$ cat src/design/helios_config.svh
`ifndef HELIOS_CONFIG_SVH
`define HELIOS_CONFIG_SVH

// architectural register count
`define ARF_NUM 32

// rename entries, one per reorder slot
`define RRF_NUM 8
`define RRF_SEL 3

// identical ALU reservation slices
`define ALU_SLICES 4

`define DATA_LEN 32

`endif

$ cat src/design/helios_pkg.sv
`default_nettype none

`include "helios_config.svh"

package helios_pkg;

    typedef logic [`RRF_SEL-1:0] rrf_tag_t;
    typedef logic [`RRF_SEL:0] rrf_cnt_t;
    typedef logic [4:0] reg_sel_t;
    typedef logic [$clog2(`ALU_SLICES)-1:0] slice_idx_t;

    typedef enum logic [3:0] {
        ALU_ADD = 4'd0,
        ALU_SUB = 4'd1,
        ALU_AND = 4'd2,
        ALU_OR  = 4'd3,
        ALU_XOR = 4'd4,
        ALU_SLL = 4'd5,
        ALU_SRL = 4'd6,
        ALU_SLT = 4'd7
    } alu_op_e;

    // OP-IMM major opcode, everything else is taken as OP
    localparam logic [6:0] OPC_OP_IMM = 7'b0010011;

    typedef struct packed {
        logic [6:0] funct7;
        reg_sel_t   rs2;
        reg_sel_t   rs1;
        logic [2:0] funct3;
        reg_sel_t   rd;
        logic [6:0] opcode;
    } r_insn_t;

    typedef struct packed {
        logic [11:0] imm12;
        reg_sel_t    rs1;
        logic [2:0]  funct3;
        reg_sel_t    rd;
        logic [6:0]  opcode;
    } i_insn_t;

    // low fields shared, upper bits are funct7/rs2 or imm12
    typedef union packed {
        r_insn_t r;
        i_insn_t i;
    } insn_u;

    typedef struct packed {
        logic [`DATA_LEN-1:0] value;
        logic                 ready;
        rrf_tag_t             tag;
    } operand_t;

endpackage

`default_nettype wire

$ cat src/design/issue_if.sv
`timescale 1ns/1ps
`default_nettype none

`include "helios_config.svh"

interface issue_if
    import helios_pkg::*;
();

    logic                 valid;
    alu_op_e              op;
    operand_t             src1;
    operand_t             src2;
    rrf_tag_t             tag;
    logic                 busy;

    // completion side, gathered onto the result bus at the top
    logic                 done;
    logic [`DATA_LEN-1:0] result;
    rrf_tag_t             res_tag;

    modport dispatcher (output valid, op, src1, src2, tag, input busy);

    modport station (
        input  valid, op, src1, src2, tag,
        output busy, done, result, res_tag
    );

endinterface

`default_nettype wire

$ cat src/design/cdb_if.sv
`timescale 1ns/1ps
`default_nettype none

`include "helios_config.svh"

interface cdb_if
    import helios_pkg::*;
();

    logic                                  cdb_valid;
    rrf_tag_t                              cdb_tag;
    logic [`DATA_LEN-1:0]                  cdb_data;
    logic [`ALU_SLICES-1:0]                grant;

    // one lane per slice
    logic [`ALU_SLICES-1:0]                done;
    logic [`ALU_SLICES-1:0][`DATA_LEN-1:0] result;
    rrf_tag_t [`ALU_SLICES-1:0]            res_tag;

    modport arbiter (output cdb_valid, cdb_tag, cdb_data, grant, input done, result, res_tag);
    modport station (input cdb_valid, cdb_tag, cdb_data, grant);
    modport snoop (input cdb_valid, cdb_tag, cdb_data);

endinterface

`default_nettype wire

$ cat src/design/alu_station.sv
`timescale 1ns/1ps
`default_nettype none

`include "helios_config.svh"

module alu_station
    import helios_pkg::*;
(
    input  wire logic       clk_i,
    input  wire logic       rst_n_i,
    issue_if.station        issue,
    cdb_if.station          cdb,
    input  wire slice_idx_t slice_idx_i
);

    logic                 busy_q;
    alu_op_e              op_q;
    operand_t             src1_q;
    operand_t             src2_q;
    rrf_tag_t             tag_q;
    logic [`DATA_LEN-1:0] res;

    function automatic operand_t wake(
        input operand_t             src,
        input logic                 bus_valid,
        input rrf_tag_t             bus_tag,
        input logic [`DATA_LEN-1:0] bus_data
    );
        operand_t upd;
        upd = src;
        if (!src.ready && bus_valid && bus_tag == src.tag) begin
            upd.value = bus_data;
            upd.ready = 1'b1;
        end
        return upd;
    endfunction

    always_ff @(posedge clk_i or negedge rst_n_i) begin
        if (!rst_n_i) begin
            busy_q <= 1'b0;
        end else if (issue.valid) begin
            busy_q <= 1'b1;
        end else if (cdb.grant[slice_idx_i]) begin
            busy_q <= 1'b0;
        end
    end

    always_ff @(posedge clk_i) begin
        if (issue.valid) begin
            op_q   <= issue.op;
            src1_q <= issue.src1;
            src2_q <= issue.src2;
            tag_q  <= issue.tag;
        end else if (busy_q) begin
            src1_q <= wake(src1_q, cdb.cdb_valid, cdb.cdb_tag, cdb.cdb_data);
            src2_q <= wake(src2_q, cdb.cdb_valid, cdb.cdb_tag, cdb.cdb_data);
        end
    end

    always_comb begin
        case (op_q)
            ALU_ADD: res = src1_q.value + src2_q.value;
            ALU_SUB: res = src1_q.value - src2_q.value;
            ALU_AND: res = src1_q.value & src2_q.value;
            ALU_OR:  res = src1_q.value | src2_q.value;
            ALU_XOR: res = src1_q.value ^ src2_q.value;
            ALU_SLL: res = src1_q.value << src2_q.value[4:0];
            ALU_SRL: res = src1_q.value >> src2_q.value[4:0];
            ALU_SLT: res = {{(`DATA_LEN-1){1'b0}}, $signed(src1_q.value) < $signed(src2_q.value)};
            default: res = '0;
        endcase
    end

    // done holds until the arbiter picks this slice
    assign issue.busy    = busy_q;
    assign issue.done    = busy_q && src1_q.ready && src2_q.ready;
    assign issue.result  = res;
    assign issue.res_tag = tag_q;

endmodule

`default_nettype wire

$ cat src/flat_wrapper.sv
// flat-port wrapper written by rule: the top's interface ports become plain ports
module alu_station_flat import helios_pkg::*;
  (clk_i, rst_n_i, slice_idx_i, issue_valid, issue_op, issue_src1, issue_src2, issue_tag, issue_busy, issue_done, issue_result, issue_res_tag, cdb_cdb_valid, cdb_cdb_tag, cdb_cdb_data, cdb_grant);
  issue_if issue_i ();
  cdb_if cdb_i ();
  input  wire logic clk_i;
  input  wire logic rst_n_i;
  input  wire slice_idx_t slice_idx_i;
  input wire logic [$bits(issue_i.valid)-1:0] issue_valid;
  input wire logic [$bits(issue_i.op)-1:0] issue_op;
  input wire logic [$bits(issue_i.src1)-1:0] issue_src1;
  input wire logic [$bits(issue_i.src2)-1:0] issue_src2;
  input wire logic [$bits(issue_i.tag)-1:0] issue_tag;
  output wire logic [$bits(issue_i.busy)-1:0] issue_busy;
  output wire logic [$bits(issue_i.done)-1:0] issue_done;
  output wire logic [$bits(issue_i.result)-1:0] issue_result;
  output wire logic [$bits(issue_i.res_tag)-1:0] issue_res_tag;
  input wire logic [$bits(cdb_i.cdb_valid)-1:0] cdb_cdb_valid;
  input wire logic [$bits(cdb_i.cdb_tag)-1:0] cdb_cdb_tag;
  input wire logic [$bits(cdb_i.cdb_data)-1:0] cdb_cdb_data;
  input wire logic [$bits(cdb_i.grant)-1:0] cdb_grant;
  assign issue_i.valid = issue_valid;
  assign issue_i.op = issue_op;
  assign issue_i.src1 = issue_src1;
  assign issue_i.src2 = issue_src2;
  assign issue_i.tag = issue_tag;
  assign issue_busy = issue_i.busy;
  assign issue_done = issue_i.done;
  assign issue_result = issue_i.result;
  assign issue_res_tag = issue_i.res_tag;
  assign cdb_i.cdb_valid = cdb_cdb_valid;
  assign cdb_i.cdb_tag = cdb_cdb_tag;
  assign cdb_i.cdb_data = cdb_cdb_data;
  assign cdb_i.grant = cdb_grant;
  alu_station u_core (.clk_i(clk_i), .rst_n_i(rst_n_i), .issue(issue_i), .cdb(cdb_i), .slice_idx_i(slice_idx_i));
endmodule
$ cat config.mk
export PLATFORM = sky130hd
export DESIGN_NAME = alu_station_flat
export DESIGN_NICKNAME = d
export VERILOG_FILES = /design/src/design/helios_pkg.sv /design/src/design/issue_if.sv /design/src/design/cdb_if.sv /design/src/design/alu_station.sv /design/src/flat_wrapper.sv
export VERILOG_INCLUDE_DIRS = /design/src /design/src/design
export SDC_FILE = /design/constraint.sdc
export NUM_CORES = 1
export LEC_CHECK = 0
export ABC_CLOCK_PERIOD_IN_PS = 5200
export BUFFER_PORTS_ARGS = -buffer_cell sky130_fd_sc_hd__buf_2
export CAP_MARGIN = 20
export CORE_MARGIN = 2
export CORE_UTILIZATION = 35
export DETAILED_ROUTE_END_ITERATION = 10
export PLACE_DENSITY = 0.51
export SLEW_MARGIN = 20
export SYNTH_ARGS = -nofsm -noshare
export SYNTH_HDL_FRONTEND = slang
export SYNTH_SLANG_ARGS = --single-unit
$ cat constraint.sdc
create_clock -name clk_i -period 5.2 [get_ports clk_i]
set_clock_uncertainty 0.2 [all_clocks]
set_input_delay 0.78 -clock clk_i [delete_from_list [all_inputs] [get_ports clk_i]]
set_output_delay 0.78 -clock clk_i [all_outputs]
set_load 0.005 [all_outputs]
==> flow_summary.json, run 1 <==
{
  "cts_root_buffer": "clkbuf_16",
  "fin_crit_sh_pct": 98.86,
  "r2r_end": "u_core.src2_q[11]",
  "synth-seq-cells": 80,
  "p_total_mw": 2.914,
  "drt-vias-per-instance": 5.886,
  "yosys.area.top_type": "edfxtp_1",
  "drv_cap": 0,
  "antenna-diode-count": 0,
  "synth-simple-area-share_pct": 20.84,
  "p_leak_nw": 5.661,
  "io_buffers": 160,
  "worst-r2r-setup-slack_ns": 3.27,
  "post-route-min-period_ns": 5.141,
  "dp_hpwl_um": 37330,
  "grt-ovfl-total": 0,
  "grt_antenna_before_repair": 1,
  "synthCells": 1495,
  "io_pins": 161,
  "placed_area_mm2": 0.01241,
  "fin_cells": 2014,
  "area_growth_pct": 14.11,
  "hp-start": "u_core.issue.busy",
  "clock-sinks": 80,
  "synthAdderAreaFrac_pct": 12.19,
  "cts_tree": "done",
  "seq_area_frac_synth_pct": 21.39,
  "ys.flop_type": "edfxtp_1",
  "regArea_mm2": 0.002397,
  "clk-insertion-delay-late_ns": 0.36,
  "fp.dieW_um": 183.0,
  "ys_top_cells_by_area": "edfxtp_1 21%, ha_1 12%, nand2_1 7.3%",
  "multi_input_area_mm2": 0.008056,
  "clk_pin_slew_ns": 0.07,
  "post_drt_wl_per_cell_um": 23.46,
  "required_ns": 4.22,
  "syn_nets": 1727,
  "track_usage_pct": 28.13,
  "n_fill_cell": 3340,
  "crit_path_end_kind": "output pin",
  "ir_worst_vdd_v": 0.0001445,
  "synthArstFlopShare_pct": 1.250,
  "htree_num_levels": 3,
  "yosysTopAreaCellShare_pct": 21.17,
  "grt_pass1_wl_um": 70530,
  "drc_errors": 0,
  "layout.nets": 1839,
  "numCtsBuffers": 9,
  "hold_path_end": "u_core.issue.busy",
  "synth-compound-area-share_pct": 27.52,
  "drt_iter0_drc": 1259,
  "reg2reg_depth": 4,
  "start_util_pct": 35.52,
  "grt_max_degree": 121,
  "netlist_area_mm2": 0.01121,
  "placed_cells": 1993,
  "rr_startpoint": "u_core.src2_q[0]",
  "setup_viol": 0,
  "synth_cell_types": 78,
  "cp.arrival_ns": 4.16,
  "vias": 11850,
  "path_cells": "ha_1 -> fa_1 -> a211oi_2 -> o21ai_0 -> a32oi_2 -> o221ai_2 -> a221oi_1 -> o21ai_0 -> a21oi_1 -> mux2i_1 -> nand2_1 -> buf_2",
  "yosysWarnings": 0,
  "grt_pass1_vias": 11350,
  "status": "complete, no violations",
  "holdPathStages": 2,
  "fin_area_mm2": 0.01279,
  "max_stage_delay_ns": 0.54,
  "routed_wl_um": 47250,
  "cts_buffer_depth": 2,
  "rsz0062_at_grt": "true",
  "synth_mux_area_share_pct": 8.462,
  "clock.fmax_mhz": 194.5,
  "synth-edff-count": 79,
  "die_h_um": 183.0,
  "core-area_mm2": 0.03156,
  "slew_violations": 0,
  "crit_type": "flop to output pin",
  "final-hold-violation-count": 0,
  "final_layout_size_suffix_gt1_share_pct": 16.50,
  "hold_class": "flop to flop",
  "drt_pre_antenna_iters": 6,
  "synth.avg_cell_area_um2": 7.497,
  "rows": 65,
  "worst_pin_slew_ns": 1.105,
  "powerDensity_mw_per_mm2": 227.9,
  "critPathLaunchType": "flop",
  "crit_fanout": 4,
  "synth_xor_area_share_pct": 2.579,
  "fp.dieArea_mm2": 0.03347,
  "cpMaxStageDelayCell": "a221oi_1",
  "synth_top_family_by_area": "compound AO/OA/AOI/OAI gates",
  "ant_nets": 0,
  "slew_headroom_pct": 24.21,
  "cpMostUsedCell": "o21ai_0",
  "gp_congestion": 0.9650,
  "whs_ns": 0.3571
}
[through the flow]
step | TNS [ns] | utilization (%) | setup WS (ns)
2_1_floorplan | 0 | - | 0.6797
3_3_place_gp | 0 | 39.32 | 0.3701
3_5_place_dp | 0 | 39.32 | 0.3608
4_1_cts | 0 | 40.30 | 0.05841
5_1_grt | -0.003612 | 40.53 | -0.003612
6_report | 0 | 40.53 | 0.05934
[cells in the mapped netlist, types with 17 or more instances]
library cell  number
nor3_1            30
a22oi_1           33
edfxtp_1          79
a21oi_1          142
o211ai_1          31
inv_1             96
nand2b_1          57
a211oi_1          20
xnor2_1           27
o21ai_0          122
clkbuf_1          71
mux2i_1           52
ha_1             106
nor2_1           127
buf_2             17
nand2_1          219
[power by group]
group          internal [mW]  switching (mW)  total [mW]
sequential             0.769          0.0659       0.835
clock                  0.343           0.298       0.641
combinational          0.519           0.919        1.44
[timing repair]
item	CTS	global route
endpoints found under the hold margin	1	0
pin swaps	0	0
buffers inserted	0	2
setup endpoints to repair	2	6
cloned	0	0
hold buffers	1	0
gates resized for setup	1	5
[worst max-delay path: cells and delay by family (launching register included)]
kind	cells	cell delay [ns]
AO/OA/AOI/OAI	7	2.20
adder cells (fa/ha/maj)	2	0.73
buffers and inverters	1	0.13
flip-flops	1	0.46
multiplexers	1	0.20
AND/OR/NAND/NOR	1	0.07
[area by class of cell]
cell class | instances | share of cell area (%)
clock buffer | 10 | 1.869
clock inverter | 6 | 0.4109
inverter | 99 | 2.935
multi-input combinational | 1215 | 62.99
sequential | 80 | 18.74
tap | 402 | 3.933
timing repair buffer | 202 | 9.118
[worst max path at each step]
stage,from,to,depth (start not counted)
after floorplan,u_core.src2_q[6],issue_result[24],15
after global routing,u_core.src2_q[4],issue_result[24],12
final,u_core.src2_q[4],issue_result[30],12
after CTS,u_core.src2_q[4],issue_result[30],12
after global placement,u_core.src2_q[4],issue_result[30],12
after detailed placement,u_core.src2_q[4],issue_result[30],12
[state kept, by name (all words and copies together), names as in the netlist]
name / count
u_core.op_q: 4
u_core.issue.res_tag: 3
u_core.issue.busy: 1
u_core.src1_q: 36
u_core.src2_q: 36
[layer usage]
metal	GRT usage, %	vias to the layer above	wire length [um]
met2	42.15	521	20190
met4	9.792	0	1477
met3	5.461	76	3919
met1	40.25	5669	21670
li1	-	5588	-
met5	0	-	0
[placed cells by master, fill, tap and decap left out, drive strengths merged, types with 8 or more instances in the layout]
cell type	n
and2	15
or3	13
a22oi	33
mux2	10
o21ai	122
a21o	12
nor4	9
mux2i	52
a221oi	13
inv	100
nor2b	10
a21oi	142
buf	201
o31ai	11
ha	106
nor2	127
nand2b	57
edfxtp	79
o221ai	13
nand3	13
a211oi	20
nor3	30
o21bai	8
nand2	219
o211ai	31
xnor2	27
o22ai	11
clkbuf	10
mux4	14
[logic make-up (layout without fill, tap and decap cells)]
family                     after synthesis  in the layout
AOI/OAI and AO/OA                      480            480
xor gates and xnor gates                33             33
adders and majority gates              108            108
buffers and inverters                  200            317
DFF                                     80             80
muxes                                   76             76
and+or+nand+nor                        518            518
(Power assumes the default switching activity.)
==> run 2, diff against run 1 <==
RECOVER_POWER = 50   (was not set)
==> run 2 against run 1 <==
Net effect:
- the run now ends with max-capacitance violations, max-slew violations left
- first-iteration DRC count shrank 0.56%
- total power shrank 0.18%
- cell count is the same
- highest routed layer unchanged
- sequential cell count is the same
- core utilization shrank 0.095 points
==> flow_summary.json, run 2 (synthesis gave the netlist of run 1 again) <==
{
  "die_h_um": 183.0,
  "placed_area_mm2": 0.01241,
  "grt_pass1_wl_um": 70530,
  "reg2reg_depth": 4,
  "clk-insertion-delay-late_ns": 0.36,
  "fin_util_pct": 40.44,
  "ir_worst_vdd_v": 0.0001446,
  "core-area_mm2": 0.03156,
  "rsz0062_at_grt": "true",
  "required_ns": 4.22,
  "setup_viol": 0,
  "cts_tree": "done",
  "cp.arrival_ns": 4.08,
  "crit_type": "flop to output pin",
  "whs_ns": 0.3575,
  "worst_pin_slew_ns": 2.771,
  "gp_congestion": 0.9650,
  "fp.dieW_um": 183.0,
  "violations": "max-capacitance violations, max-slew violations",
  "slew_violations": 81,
  "final-hold-violation-count": 0,
  "grt_max_degree": 121,
  "rows": 65,
  "layout.nets": 1839,
  "slew_headroom_pct": -84.70,
  "drc_errors": 0,
  "post_drt_wl_per_cell_um": 23.48,
  "drv_cap": 1,
  "top_regs": "u_core.src1_q (36), u_core.src2_q (36), u_core.op_q (4)",
  "clk_pin_slew_ns": 0.07,
  "cts_root_buffer": "clkbuf_16",
  "hold_path_end": "u_core.issue.busy",
  "r2r_end": "u_core.src1_q[11]",
  "layout_common_cells": "219 x nand2_1, 157 x buf_2, 142 x a21oi_1, 127 x nor2_1, 121 x o21ai_0",
  "worst-r2r-setup-slack_ns": 3.17,
  "drt-vias-per-instance": 5.842,
  "post-route-min-period_ns": 5.061,
  "drt_iter0_drc": 1252,
  "crit_fanout": 4,
  "grt_pass1_vias": 11350,
  "start_util_pct": 35.52,
  "cts_buffer_depth": 2,
  "fin_area_mm2": 0.01276,
  "antenna-diode-count": 0,
  "track_usage_pct": 28.13,
  "path_cells": "ha_1 -> fa_1 -> a211oi_2 -> o21ai_0 -> a32oi_2 -> o221ai_2 -> a41oi_1 -> nor2_1 -> a311oi_1 -> xor2_1 -> o21ai_0 -> buf_2",
  "fin_cells": 2014,
  "fp.dieArea_mm2": 0.03347,
  "hold_class": "flop to flop",
  "vias": 11770,
  "holdPathStages": 2,
  "cpMaxStageDelayCell": "edfxtp_1",
  "layout_commonest_cell": "nand2_1",
  "powerDensity_mw_per_mm2": 228.0,
  "placed_cells": 1993,
  "p_total_mw": 2.909,
  "area_growth_pct": 13.84,
  "final_layout_size_suffix_gt1_share_pct": 16.19,
  "io_buffers": 160,
  "io_pins": 161,
  "p_leak_nw": 5.637,
  "clock-sinks": 80,
  "numCtsBuffers": 9,
  "routed_wl_um": 47300,
  "dp_hpwl_um": 37330,
  "grt-ovfl-total": 0,
  "rr_startpoint": "u_core.src1_q[1]",
  "crit_path_end_kind": "output pin",
  "htree_num_levels": 3,
  "hp-start": "u_core.issue.busy",
  "max_stage_delay_ns": 0.46,
  "fin_crit_sh_pct": 97.32,
  "status": "finished, violations left",
  "ant_nets": 0,
  "grt_antenna_before_repair": 1,
  "cpMostUsedCell": "o21ai_0",
  "drt_pre_antenna_iters": 6,
  "critPathLaunchType": "flop",
  "clock.fmax_mhz": 197.6
}
==> run 2: cell types whose count changed in the layout (fill, tap and decap cells not counted), sizes merged <==
| cell | before | now |
|---|---|---|
| clkbuf | 10 | 14 |
| buf | 201 | 197 |
==> run 2: per-stage QoR <==
stage	TNS (ns)	worst slack, ns
2_1_floorplan	0	0.6797
3_3_place_gp	0	0.3701
3_5_place_dp	0	0.3608
4_1_cts	0	0.05841
5_1_grt	-0.003612	-0.003612
6_report	0	0.1392
==> run 2: layer usage <==
metal / routed length [um] / vias to the layer above / part of all wire (%) / GRT usage, %
met1: 21530 / 5568 / 46 / 40.25
li1: - / 5597 / - / -
met3: 4091 / 82 / 8.6 / 5.461
met4: 1464 / 0 / 3.1 / 9.792
met5: 0 / - / 0 / 0
met2: 20210 / 519 / 43 / 42.15
==> run 2: critical path: cells and delay by family, from the launching register on <==
kind / cells / cell delay, ns
xor gates and xnor gates: 1 / 0.11
AOI/OAI and AO/OA: 7 / 2.16
buffers and inverters: 1 / 0.16
DFF: 1 / 0.46
adders and majority gates: 2 / 0.73
and+or+nand+nor: 1 / 0.08
==> run 2: layout make-up <==
class                   count  area, um^2
repair buffers            202        1136
fillers                  3342       18800
well taps                 402       503.0
inverters                  99       375.4
clock inverters             6       52.55
clock buffers              10       239.0
flip-flops and latches     80        2397
multi-input cells        1215        8056
==> run 2: how the worst max path moves through the flow <==
| stage | startpoint | endpoint | slack (ns) | cells past startpoint |
|---|---|---|---|---|
| 2_1_floorplan | u_core.src2_q[6] | issue_result[24] | 0.68 | 15 |
| 3_3_place_gp | u_core.src2_q[4] | issue_result[30] | 0.37 | 12 |
| 5_1_grt | u_core.src2_q[4] | issue_result[24] | -0.004 | 12 |
| 3_5_place_dp | u_core.src2_q[4] | issue_result[30] | 0.36 | 12 |
| 6_report | u_core.src2_q[4] | issue_result[24] | 0.14 | 12 |
| 4_1_cts | u_core.src2_q[4] | issue_result[30] | 0.06 | 12 |
==> run 2: report_power, final <==
group	leakage (nW)	switching [mW]	internal (mW)	total (mW)
Sequential	0.790	0.0653	0.770	0.835
Combinational	4.71	0.915	0.519	1.43
Clock	0.137	0.297	0.343	0.641
Total	5.64	1.28	1.63	2.91
==> run 2: timing repair <==
item | in CTS | in global routing
endpoints found under the setup margin | 2 | 6
endpoints found under the hold margin | 1 | 0
buffers inserted | 0 | 2
gates resized for setup | 1 | 5
hold buffers | 1 | 0
