`src/design/helios_config.svh`:
```
`ifndef HELIOS_CONFIG_SVH
`define HELIOS_CONFIG_SVH

// architectural register count
`define ARF_NUM 32

// rename entries, one per reorder slot
`define RRF_NUM 8
`define RRF_SEL 3

// identical ALU reservation slices
`define ALU_SLICES 4

`define DATA_LEN 32

`endif

```
`src/design/helios_pkg.sv`:
```
`default_nettype none

`include "helios_config.svh"

package helios_pkg;

    typedef logic [`RRF_SEL-1:0] rrf_tag_t;
    typedef logic [`RRF_SEL:0] rrf_cnt_t;
    typedef logic [4:0] reg_sel_t;
    typedef logic [$clog2(`ALU_SLICES)-1:0] slice_idx_t;

    typedef enum logic [3:0] {
        ALU_ADD = 4'd0,
        ALU_SUB = 4'd1,
        ALU_AND = 4'd2,
        ALU_OR  = 4'd3,
        ALU_XOR = 4'd4,
        ALU_SLL = 4'd5,
        ALU_SRL = 4'd6,
        ALU_SLT = 4'd7
    } alu_op_e;

    // OP-IMM major opcode, everything else is taken as OP
    localparam logic [6:0] OPC_OP_IMM = 7'b0010011;

    typedef struct packed {
        logic [6:0] funct7;
        reg_sel_t   rs2;
        reg_sel_t   rs1;
        logic [2:0] funct3;
        reg_sel_t   rd;
        logic [6:0] opcode;
    } r_insn_t;

    typedef struct packed {
        logic [11:0] imm12;
        reg_sel_t    rs1;
        logic [2:0]  funct3;
        reg_sel_t    rd;
        logic [6:0]  opcode;
    } i_insn_t;

    // low fields shared, upper bits are funct7/rs2 or imm12
    typedef union packed {
        r_insn_t r;
        i_insn_t i;
    } insn_u;

    typedef struct packed {
        logic [`DATA_LEN-1:0] value;
        logic                 ready;
        rrf_tag_t             tag;
    } operand_t;

endpackage

`default_nettype wire

```
`src/design/cdb_if.sv`:
```
`timescale 1ns/1ps
`default_nettype none

`include "helios_config.svh"

interface cdb_if
    import helios_pkg::*;
();

    logic                                  cdb_valid;
    rrf_tag_t                              cdb_tag;
    logic [`DATA_LEN-1:0]                  cdb_data;
    logic [`ALU_SLICES-1:0]                grant;

    // one lane per slice
    logic [`ALU_SLICES-1:0]                done;
    logic [`ALU_SLICES-1:0][`DATA_LEN-1:0] result;
    rrf_tag_t [`ALU_SLICES-1:0]            res_tag;

    modport arbiter (output cdb_valid, cdb_tag, cdb_data, grant, input done, result, res_tag);
    modport station (input cdb_valid, cdb_tag, cdb_data, grant);
    modport snoop (input cdb_valid, cdb_tag, cdb_data);

endinterface

`default_nettype wire

```
`src/design/rob_if.sv`:
```
`timescale 1ns/1ps
`default_nettype none

`include "helios_config.svh"

interface rob_if
    import helios_pkg::*;
();

    logic                 alloc;
    reg_sel_t             alloc_rd;
    logic                 free_ok;
    rrf_tag_t             alloc_tag;

    rrf_tag_t             look_tag1;
    rrf_tag_t             look_tag2;
    logic                 look_done1;
    logic                 look_done2;
    logic [`DATA_LEN-1:0] look_data1;
    logic [`DATA_LEN-1:0] look_data2;

    logic                 retire;
    rrf_tag_t             retire_tag;
    reg_sel_t             retire_rd;
    logic [`DATA_LEN-1:0] retire_data;

    modport rename (
        output alloc, alloc_rd, look_tag1, look_tag2,
        input  free_ok, alloc_tag, look_done1, look_done2, look_data1, look_data2,
        input  retire, retire_tag, retire_rd, retire_data
    );

    modport reorder (
        input  alloc, alloc_rd, look_tag1, look_tag2,
        output free_ok, alloc_tag, look_done1, look_done2, look_data1, look_data2,
        output retire, retire_tag, retire_rd, retire_data
    );

endinterface

`default_nettype wire

```
`src/design/commit_unit.sv`:
```
`timescale 1ns/1ps
`default_nettype none

`include "helios_config.svh"

module commit_unit
    import helios_pkg::*;
(
    input  wire logic            clk_i,
    input  wire logic            rst_n_i,
    cdb_if.arbiter               cdb,
    rob_if.reorder               rob,
    output logic                 commit_valid_o,
    output reg_sel_t             commit_rd_o,
    output logic [`DATA_LEN-1:0] commit_data_o
);

    reg_sel_t             rd_q   [`RRF_NUM];
    logic [`DATA_LEN-1:0] data_q [`RRF_NUM];
    logic [`RRF_NUM-1:0]  done_q;
    rrf_tag_t             head_q;
    rrf_tag_t             tail_q;
    rrf_cnt_t             count_q;
    slice_idx_t           win_idx;

    // fixed priority, lowest slice wins
    always_comb begin
        win_idx = '0;
        for (int s = `ALU_SLICES - 1; s >= 0; s--) begin
            if (cdb.done[s]) begin
                win_idx = slice_idx_t'(s);
            end
        end
    end

    assign cdb.grant     = cdb.done & (-cdb.done);
    assign cdb.cdb_valid = |cdb.done;
    assign cdb.cdb_tag   = cdb.res_tag[win_idx];
    assign cdb.cdb_data  = cdb.result[win_idx];

    assign rob.free_ok   = (count_q != rrf_cnt_t'(`RRF_NUM));
    assign rob.alloc_tag = tail_q;

    assign rob.look_done1 = done_q[rob.look_tag1];
    assign rob.look_done2 = done_q[rob.look_tag2];
    assign rob.look_data1 = data_q[rob.look_tag1];
    assign rob.look_data2 = data_q[rob.look_tag2];

    // head leaves once its result is in
    assign rob.retire      = (count_q != '0) && done_q[head_q];
    assign rob.retire_tag  = head_q;
    assign rob.retire_rd   = rd_q[head_q];
    assign rob.retire_data = data_q[head_q];

    always_ff @(posedge clk_i or negedge rst_n_i) begin
        if (!rst_n_i) begin
            head_q         <= '0;
            tail_q         <= '0;
            count_q        <= '0;
            done_q         <= '0;
            commit_valid_o <= 1'b0;
        end else begin
            if (rob.alloc) begin
                done_q[tail_q] <= 1'b0;
                tail_q         <= tail_q + 1'b1;
            end
            if (cdb.cdb_valid) begin
                done_q[cdb.cdb_tag] <= 1'b1;
            end
            if (rob.retire) begin
                head_q <= head_q + 1'b1;
            end
            case ({rob.alloc, rob.retire})
                2'b10:   count_q <= count_q + 1'b1;
                2'b01:   count_q <= count_q - 1'b1;
                default: count_q <= count_q;
            endcase
            commit_valid_o <= rob.retire;
        end
    end

    always_ff @(posedge clk_i) begin
        if (rob.alloc) begin
            rd_q[tail_q] <= rob.alloc_rd;
        end
        if (cdb.cdb_valid) begin
            data_q[cdb.cdb_tag] <= cdb.cdb_data;
        end
        if (rob.retire) begin
            commit_rd_o   <= rob.retire_rd;
            commit_data_o <= rob.retire_data;
        end
    end

endmodule

`default_nettype wire

```
`src/flat_wrapper.sv`:
```
// flat-port wrapper written by rule: the top's interface ports become plain ports
module commit_unit_flat import helios_pkg::*;
  (clk_i, rst_n_i, commit_valid_o, commit_rd_o, commit_data_o, cdb_cdb_valid, cdb_cdb_tag, cdb_cdb_data, cdb_grant, cdb_done, cdb_result, cdb_res_tag, rob_alloc, rob_alloc_rd, rob_look_tag1, rob_look_tag2, rob_free_ok, rob_alloc_tag, rob_look_done1, rob_look_done2, rob_look_data1, rob_look_data2, rob_retire, rob_retire_tag, rob_retire_rd, rob_retire_data);
  cdb_if cdb_i ();
  rob_if rob_i ();
  input  wire logic clk_i;
  input  wire logic rst_n_i;
  output logic commit_valid_o;
  output reg_sel_t commit_rd_o;
  output logic [`DATA_LEN-1:0] commit_data_o;
  output wire logic [$bits(cdb_i.cdb_valid)-1:0] cdb_cdb_valid;
  output wire logic [$bits(cdb_i.cdb_tag)-1:0] cdb_cdb_tag;
  output wire logic [$bits(cdb_i.cdb_data)-1:0] cdb_cdb_data;
  output wire logic [$bits(cdb_i.grant)-1:0] cdb_grant;
  input wire logic [$bits(cdb_i.done)-1:0] cdb_done;
  input wire logic [$bits(cdb_i.result)-1:0] cdb_result;
  input wire logic [$bits(cdb_i.res_tag)-1:0] cdb_res_tag;
  input wire logic [$bits(rob_i.alloc)-1:0] rob_alloc;
  input wire logic [$bits(rob_i.alloc_rd)-1:0] rob_alloc_rd;
  input wire logic [$bits(rob_i.look_tag1)-1:0] rob_look_tag1;
  input wire logic [$bits(rob_i.look_tag2)-1:0] rob_look_tag2;
  output wire logic [$bits(rob_i.free_ok)-1:0] rob_free_ok;
  output wire logic [$bits(rob_i.alloc_tag)-1:0] rob_alloc_tag;
  output wire logic [$bits(rob_i.look_done1)-1:0] rob_look_done1;
  output wire logic [$bits(rob_i.look_done2)-1:0] rob_look_done2;
  output wire logic [$bits(rob_i.look_data1)-1:0] rob_look_data1;
  output wire logic [$bits(rob_i.look_data2)-1:0] rob_look_data2;
  output wire logic [$bits(rob_i.retire)-1:0] rob_retire;
  output wire logic [$bits(rob_i.retire_tag)-1:0] rob_retire_tag;
  output wire logic [$bits(rob_i.retire_rd)-1:0] rob_retire_rd;
  output wire logic [$bits(rob_i.retire_data)-1:0] rob_retire_data;
  assign cdb_cdb_valid = cdb_i.cdb_valid;
  assign cdb_cdb_tag = cdb_i.cdb_tag;
  assign cdb_cdb_data = cdb_i.cdb_data;
  assign cdb_grant = cdb_i.grant;
  assign cdb_i.done = cdb_done;
  assign cdb_i.result = cdb_result;
  assign cdb_i.res_tag = cdb_res_tag;
  assign rob_i.alloc = rob_alloc;
  assign rob_i.alloc_rd = rob_alloc_rd;
  assign rob_i.look_tag1 = rob_look_tag1;
  assign rob_i.look_tag2 = rob_look_tag2;
  assign rob_free_ok = rob_i.free_ok;
  assign rob_alloc_tag = rob_i.alloc_tag;
  assign rob_look_done1 = rob_i.look_done1;
  assign rob_look_done2 = rob_i.look_done2;
  assign rob_look_data1 = rob_i.look_data1;
  assign rob_look_data2 = rob_i.look_data2;
  assign rob_retire = rob_i.retire;
  assign rob_retire_tag = rob_i.retire_tag;
  assign rob_retire_rd = rob_i.retire_rd;
  assign rob_retire_data = rob_i.retire_data;
  commit_unit u_core (.clk_i(clk_i), .rst_n_i(rst_n_i), .cdb(cdb_i), .rob(rob_i), .commit_valid_o(commit_valid_o), .commit_rd_o(commit_rd_o), .commit_data_o(commit_data_o));
endmodule
```
`config.mk`:
```
export PLATFORM = sky130hd
export DESIGN_NAME = commit_unit_flat
export DESIGN_NICKNAME = d
export VERILOG_FILES = /design/src/design/helios_pkg.sv /design/src/design/cdb_if.sv /design/src/design/rob_if.sv /design/src/design/commit_unit.sv /design/src/flat_wrapper.sv
export VERILOG_INCLUDE_DIRS = /design/src /design/src/design
export SDC_FILE = /design/constraint.sdc
export NUM_CORES = 1
export LEC_CHECK = 0
export BUFFER_PORTS_ARGS = -buffer_cell sky130_fd_sc_hd__buf_2
export CAP_MARGIN = 20
export CORE_MARGIN = 2
export CORE_UTILIZATION = 51
export DETAILED_ROUTE_END_ITERATION = 7
export GPL_TIMING_DRIVEN = 0
export PLACE_DENSITY = 0.77
export SKIP_CTS_REPAIR_TIMING = 1
export SYNTH_ARGS = -nofsm -noshare
export SYNTH_HDL_FRONTEND = slang
export SYNTH_SLANG_ARGS = --single-unit
export TNS_END_PERCENT = 10
```
`constraint.sdc`:
```
create_clock -name clk_i -period 4.3 [get_ports clk_i]
set_input_delay 0.86 -clock clk_i [delete_from_list [all_inputs] [get_ports clk_i]]
set_output_delay 0.86 -clock clk_i [all_outputs]
set_load 0.02 [all_outputs]
```
==> results of run 1 <==
## power by group through the flow
stage	combinational, mW	clock (mW)	sequential [mW]
global placement	5.17	0	5.02
finish	5.31	3.28	4.95
floorplan	3.28	0	5.23
detailed placement	5.34	0	5.01
global route	5.65	3.47	5.02
CTS	5.37	3.32	4.95
## critical path, delay by kind of cell, from the launching register on
| kind | cells | cell delay, ns |
|---|---|---|
| buffers and inverters | 3 | 1.46 |
| multiplexers | 2 | 0.74 |
| flip-flops | 1 | 0.54 |
## registers in the layout, indices dropped and copies added (netlist names)
signal	count
u_core.commit_data_o	32
u_core.done_q	8
u_core.rob.retire_tag	3
u_core.commit_valid_o	1
u_core.commit_rd_o	5
u_core.data_q	256
u_core.count_q	4
u_core.rob.alloc_tag	3
u_core.rd_q	40
## metrics by stage
step	cells	area, um2
2_1_floorplan	875	18100
3_3_place_gp	1670	20400
3_5_place_dp	1704	20800
4_1_cts	1771	22000
5_1_grt	1773	22100
6_report	1773	22100
## per-layer routing
metal / up-vias / GRT usage
met2: 619 / 0.451
met3: 83 / 0.0626
met1: 5760 / 0.360
met5: - / 0
li1: 4661 / -
met4: 0 / 0.0854
## synthesized netlist by cell type, types with 6 or more instances
| library cell | number | area share |
|---|---|---|
| buf_1 | 11 | 0.0023 |
| buf_2 | 22 | 0.0061 |
| clkbuf_1 | 30 | 0.0062 |
| dfrtp_1 | 19 | 0.026 |
| edfxtp_1 | 333 | 0.55 |
| inv_1 | 14 | 0.0029 |
| mux2_2 | 106 | 0.066 |
| mux4_2 | 242 | 0.30 |
| nand2_1 | 7 | 0.0015 |
| nor2_1 | 12 | 0.0025 |
| nor3_1 | 14 | 0.0039 |
| o21ai_0 | 7 | 0.0019 |
| o31ai_1 | 6 | 0.0025 |
## cells by family after synthesis
family | count (synthesis) | synth area share
AND/OR/NAND/NOR | 50 | 0.0142
buffers and inverters | 83 | 0.0202
flip-flops | 352 | 0.579
XOR/XNOR | 7 | 0.00339
adder cells (fa/ha/maj) | 5 | 0.00346
multiplexers | 349 | 0.368
AO/OA/AOI/OAI | 29 | 0.0112
## path summary, 6_finish.rpt
kind / endpoint / slack [ns] / startpoint / cells after the start
min: u_core.count_q[3] / 0.27 / rst_n_i / 1
max: rob_retire_data[20] / 0.16 / u_core.rob.retire_tag[1] / 5
min in group clk_i: u_core.rob.alloc_tag[0] / 0.55 / u_core.rob.alloc_tag[0] / 1
max in group asynchronous: u_core.done_q[0] / 3.70 / rst_n_i / 1
min reg2reg: u_core.rob.alloc_tag[0] / 0.55 / u_core.rob.alloc_tag[0] / 1
max reg2reg: u_core.count_q[2] / 1.04 / u_core.rob.retire_tag[0] / 12
## cell type report
class | count | area share
sequential | 352 | 0.475
multi-input combinational | 440 | 0.330
timing repair buffer | 376 | 0.0958
clock buffer | 45 | 0.0453
tap | 455 | 0.0258
buffer | 67 | 0.0138
clock inverter | 22 | 0.0112
inverter | 16 | 0.00272
==> results.md, run 1 <==
* Status: finished clean
* Placement Setup Slack at 0.210 ns
* Syn avg cell area at 20.7 um2
* Flop pwr share at 0.365
* Die ar. at 0.0370 mm2
* Post-synth EDFFs at 333
* WS Path Type: flop to output port
* Setup Skew at 0.0290 ns
* Combinational power share at 0.392
* Clock Power Share at 0.242
* Max-cap violations at 0
* P_sw at 4.71 mW
* GRT overflow at 0
* Initial antenna violation count at 0
* DR WL met3 at 4580 um
* Fin nets at 1453
* Path category of the worst min-delay check: primary input to asynchronous set/reset pin
* CP Data Arrival Time at 3.28 ns
* Initial Util at 0.521
* Via-to-Cell Ratio at 6.27
* Die Y at 192 um
* Crit path top cell by count: clkbuf_1
* Max Clock Freq at 241 MHz
* Clk root buf: clkbuf_16
* H-tree levels at 2
* Unrepaired setup endpoints after global routing: no
* Pwr Total at 13.5 mW
* First-pass GRT wire length at 71500 um
* Commonest non-fill, non-tap cells in the layout: 362 x buf_2, 333 x edfxtp_1, 242 x mux4_2
* Internal at 8.84 mW
* Rows at 68
* Pwr Density at 614 mW/mm2
* Worst slew pin tran at 1.03 ns
* Avg WL per Cell at 28.0 um
* Max FO, Critical Path at 10
* Final Setup Violations at 0
* Post-layout util at 0.635
* Mapped Cells at 875
* M1 WL at 18600 um
* Detailed Route Iter0 Violations at 1165
* Syn nets at 1038
* #FFs+latches synth at 352
* Routed WL at 49600 um
* Fin worst setup slack at 0.158 ns
* Port Buffers at 340
* Leakage at 7.86 nW
* Top Layer Used: met4
* Peak supply drop at 0.487 mV
* CTS buffer count at 37
* GRT Total Usage at 0.271
* Total number of vias at 11123
* Post-synth ARST share at 0.0540
* Clk sink count at 352
* Layout fillers at 2511
* CTS Buffer Depth at 3
* Drt first pass iters at 5
* Tcrit/Tclk final at 0.963
* CTS tree: yes
* Number of global-route vias before repair at 11402
* Ant diodes at 0
* Yosys warnings at 0
* Clock period minus worst slack at 4.14 ns
* Sequential-to-total area share from yosys stat at 0.579
* Sw frac at 0.348
* Setup TNS at 0 ns
* DR DRC count at 0
* Hold WS at 0.274 ns
* Layout Area Growth over Synthesis at 22.0%
* Worst-path clk slew at 0.06 ns
* Most used flip-flop cell after synthesis: edfxtp_1
* Area taken by multi-input logic gates at 0.00729 mm2
* Post-DP HPWL at 35000 um
* DIE WIDTH at 192 um
* Clock latency on the worst-skew pair at 0.53 ns
* Fin. Hold Viols at 0
* Critical Path RT at 3.44 ns
* Final ANT Viol Nets at 0
* Largest net degree at the start of global routing at 24
* Num ports at 347
* Core box area at 0.0347 mm2
* Slew HR at 0.311
* Critical Path Max Stage Delay at 0.74 ns
* Critical path startpoint category: flop
* Leading cell type in the layout, fill and taps excluded: buf_2
* Met2 WL at 25000 um
* Distinct cells, synth at 42
* Seq. cell area at 0.0105 mm2
* Layout cell share with drive strength beyond 1 at 0.624
* Slowest CP cell: clkbuf_1
* Mapped cell area at 0.0181 mm2
* Crit. End Element: output port
* Slew Viols, Final at 0
* GPL Wtd Cong at 0.816
* CP cell instances: clkbuf_1 > clkbuf_1 > mux4_2 > mux2_2 > buf_2
No activity file was read; power rests on OpenSTA's default activity.
==> run 2, diff against run 1 <==
--- a/config.mk
+++ b/config.mk
@@ -8,11 +8,13 @@
 export LEC_CHECK = 0
 export BUFFER_PORTS_ARGS = -buffer_cell sky130_fd_sc_hd__buf_2
 export CAP_MARGIN = 20
+export CELL_PAD_IN_SITES_DETAIL_PLACEMENT = 1
+export CELL_PAD_IN_SITES_GLOBAL_PLACEMENT = 2
 export CORE_MARGIN = 2
-export CORE_UTILIZATION = 51
+export CORE_UTILIZATION = 38
 export DETAILED_ROUTE_END_ITERATION = 7
 export GPL_TIMING_DRIVEN = 0
-export PLACE_DENSITY = 0.77
+export PLACE_DENSITY_LB_ADDON = 0.1
 export SKIP_CTS_REPAIR_TIMING = 1
 export SYNTH_ARGS = -nofsm -noshare
 export SYNTH_HDL_FRONTEND = slang
==> run 2 against run 1 <==
Fmax fell by 1.3%; global-route usage fell by 4.1 points; non-clock buffer count rose by 3; register-to-register slack improved by 0.24 ns; total power rose by 3.5%; count of clock-buffer cells in the layout rose by 4; sequential cell count did not move; worst setup slack got worse by 0.054 ns; clock skew fell by 0.019 ns; clock power rose by 8.5%; sequential share of layout area fell by 0.74 points; cell count rose by 9.2%; largest power group unchanged.
==> results.md, run 2 (same netlist as run 1, synthesis figures left out) <==
* Status: finished clean
* Commonest non-fill, non-tap cells in the layout: 363 x buf_2, 333 x edfxtp_1, 242 x mux4_2
* Critical Path Max Stage Delay at 0.72 ns (-0.02 ns)
* CTS Buffer Depth at 3 (unchanged)
* Num ports at 347 (unchanged)
* Avg WL per Cell at 29.1 um (+3.9%)
* CTS tree: yes
* Max-cap violations at 0 (unchanged)
* Detailed Route Iter0 Violations at 755 (-35%)
* Number of flip-flops in the largest register at 256 (unchanged)
* Fin. Hold Viols at 0 (unchanged)
* Peak supply drop at 0.320 mV (-34%)
* Worst-path clk slew at 0.06 ns (about the same)
* Critical Path RT at 3.44 ns (about the same)
* Die ar. at 0.0493 mm2 (+33%)
* Seq. cell area at 0.0105 mm2 (unchanged)
* Biggest regs: u_core.data_q: 256 flops, u_core.rd_q: 40 flops, u_core.commit_data_o: 32 flops
* Rows at 79 (+16%)
* Leading cell type in the layout, fill and taps excluded: buf_2
* Post-DP HPWL at 40500 um (+16%)
* Critical Path Source: u_core.rob.retire_tag[1]
* Reg with most FFs: u_core.data_q
* Critical path startpoint category: flop
* WS Path Type: flop to output port
* Layout Area Growth over Synthesis at 23.9%
* Path category of the worst min-delay check: primary input to asynchronous set/reset pin
* Ant diodes at 0 (unchanged)
* CP Data Arrival Time at 3.34 ns (+0.06 ns)
* Slew Viols, Final at 0 (unchanged)
* Area taken by multi-input logic gates at 0.00729 mm2 (unchanged)
* Routed WL at 56300 um (+13%)
* Leakage at 7.94 nW (+1.1%)
* First-pass GRT wire length at 82200 um (+15%)
* DR DRC count at 0 (unchanged)
* Clk sink count at 352 (unchanged)
* GRT overflow at 0 (unchanged)
* Post-layout util at 0.479 (-0.156)
* Layout fillers at 4479 (+78%)
* Largest net degree at the start of global routing at 22 (-8.3%)
* Hold WS at 0.253 ns (-0.0206 ns)
* GPL Wtd Cong at 0.752 (-7.8%)
* H-tree levels at 2 (unchanged)
* Tcrit/Tclk final at 0.976 (+0.0126)
* Buf/Inv on CP at 3 (unchanged)
* Crit path top cell by count: clkbuf_1
* Flop-to-flop setup slack at 1.28 ns (+0.24 ns)
* Worst R2R Path Depth at 11 (-1)
* Number of global-route vias before repair at 12113 (+6.2%)
* Clock period minus worst slack at 4.20 ns (+0.0541 ns)
* Max Clock Freq at 238 MHz (-1.3%)
* Clock latency on the worst-skew pair at 0.56 ns (+0.03 ns)
* Max FO, Critical Path at 10 (unchanged)
* Crit Reg-Reg Startpoint: u_core.rob.retire_tag[0]
* Fin nets at 1462 (+0.62%)
* Slew HR at 0.268 (-0.0428)
* Final Setup Violations at 0 (unchanged)
* R2R Path End: u_core.count_q[2]
* Slowest CP cell: clkbuf_1
* Final ANT Viol Nets at 0 (unchanged)
* Pwr Density at 626 mW/mm2 (+1.9%)
* Setup Skew at 0.0101 ns (-0.0189 ns)
* Layout cell share with drive strength beyond 1 at 0.623 (-0.000647)
* Port Buffers at 340 (unchanged)
* Crit. End Element: output port
* Initial antenna violation count at 0 (unchanged)
* Drt first pass iters at 5 (unchanged)
* Via-to-Cell Ratio at 5.75 (-8.3%)
* CP cell instances: clkbuf_1 > clkbuf_1 > mux4_2 > mux2_2 > buf_2
* Clk root buf: clkbuf_16
* CTS buffer count at 43 (+16%)
* Initial Util at 0.387 (-0.134)
* Unrepaired setup endpoints after global routing: yes
* Total number of vias at 11136 (+0.12%)
* Die Y at 222 um (+16%)
* DIE WIDTH at 222 um (+16%)
* Worst slew pin tran at 1.09 ns (+0.0558 ns)
* Core box area at 0.0468 mm2 (+35%)
* Crit-path leading delay family: buffers and inverters
* GRT Total Usage at 0.230 (-0.0415)
[run 2: metal layers]
layer	wire length, um	global-route usage
met4	1090	0.0612
met1	23900	0.306
met3	3100	0.0406
met2	28200	0.391
met5	0	0
[run 2: layout make-up]
| type | instances | area share |
|---|---|---|
| clock buffer | 49 | 0.0509 |
| buffer | 67 | 0.0137 |
| multi-input combinational | 440 | 0.325 |
| timing repair buffer | 379 | 0.0961 |
| clock inverter | 26 | 0.00988 |
| inverter | 16 | 0.00268 |
| tap | 607 | 0.0339 |
| sequential | 352 | 0.468 |
[run 2: where the power goes]
group	switching, mW	internal [mW]	leakage (nW)
Combinational	3.22	2.30	3.99
Clock	1.47	2.09	0.660
Sequential	0.329	4.62	3.29
[run 2: how the worst max path moves through the flow]
stage,endpoint,cells after the start
3_5_place_dp,cdb_cdb_data[0],6
3_3_place_gp,u_core.data_q[4][14],6
4_1_cts,rob_retire_data[9],5
5_1_grt,rob_retire_data[24],5
2_1_floorplan,u_core.data_q[2][0],6
6_report,rob_retire_data[24],5
[run 2: stage by stage]
stage	power [mW]	worst slack, ns	cells	cell area, um2	setup TNS, ns
2_1_floorplan	8.51	-0.349	875	18100	-80.03
3_3_place_gp	10.4	-4.02	1822	20500	-975.12
3_5_place_dp	10.6	0.0868	1859	21000	0
4_1_cts	14.2	-0.0506	1934	22400	-0.203
5_1_grt	14.7	-0.0389	1936	22400	-0.342
6_report	14.0	0.103	1936	22400	0
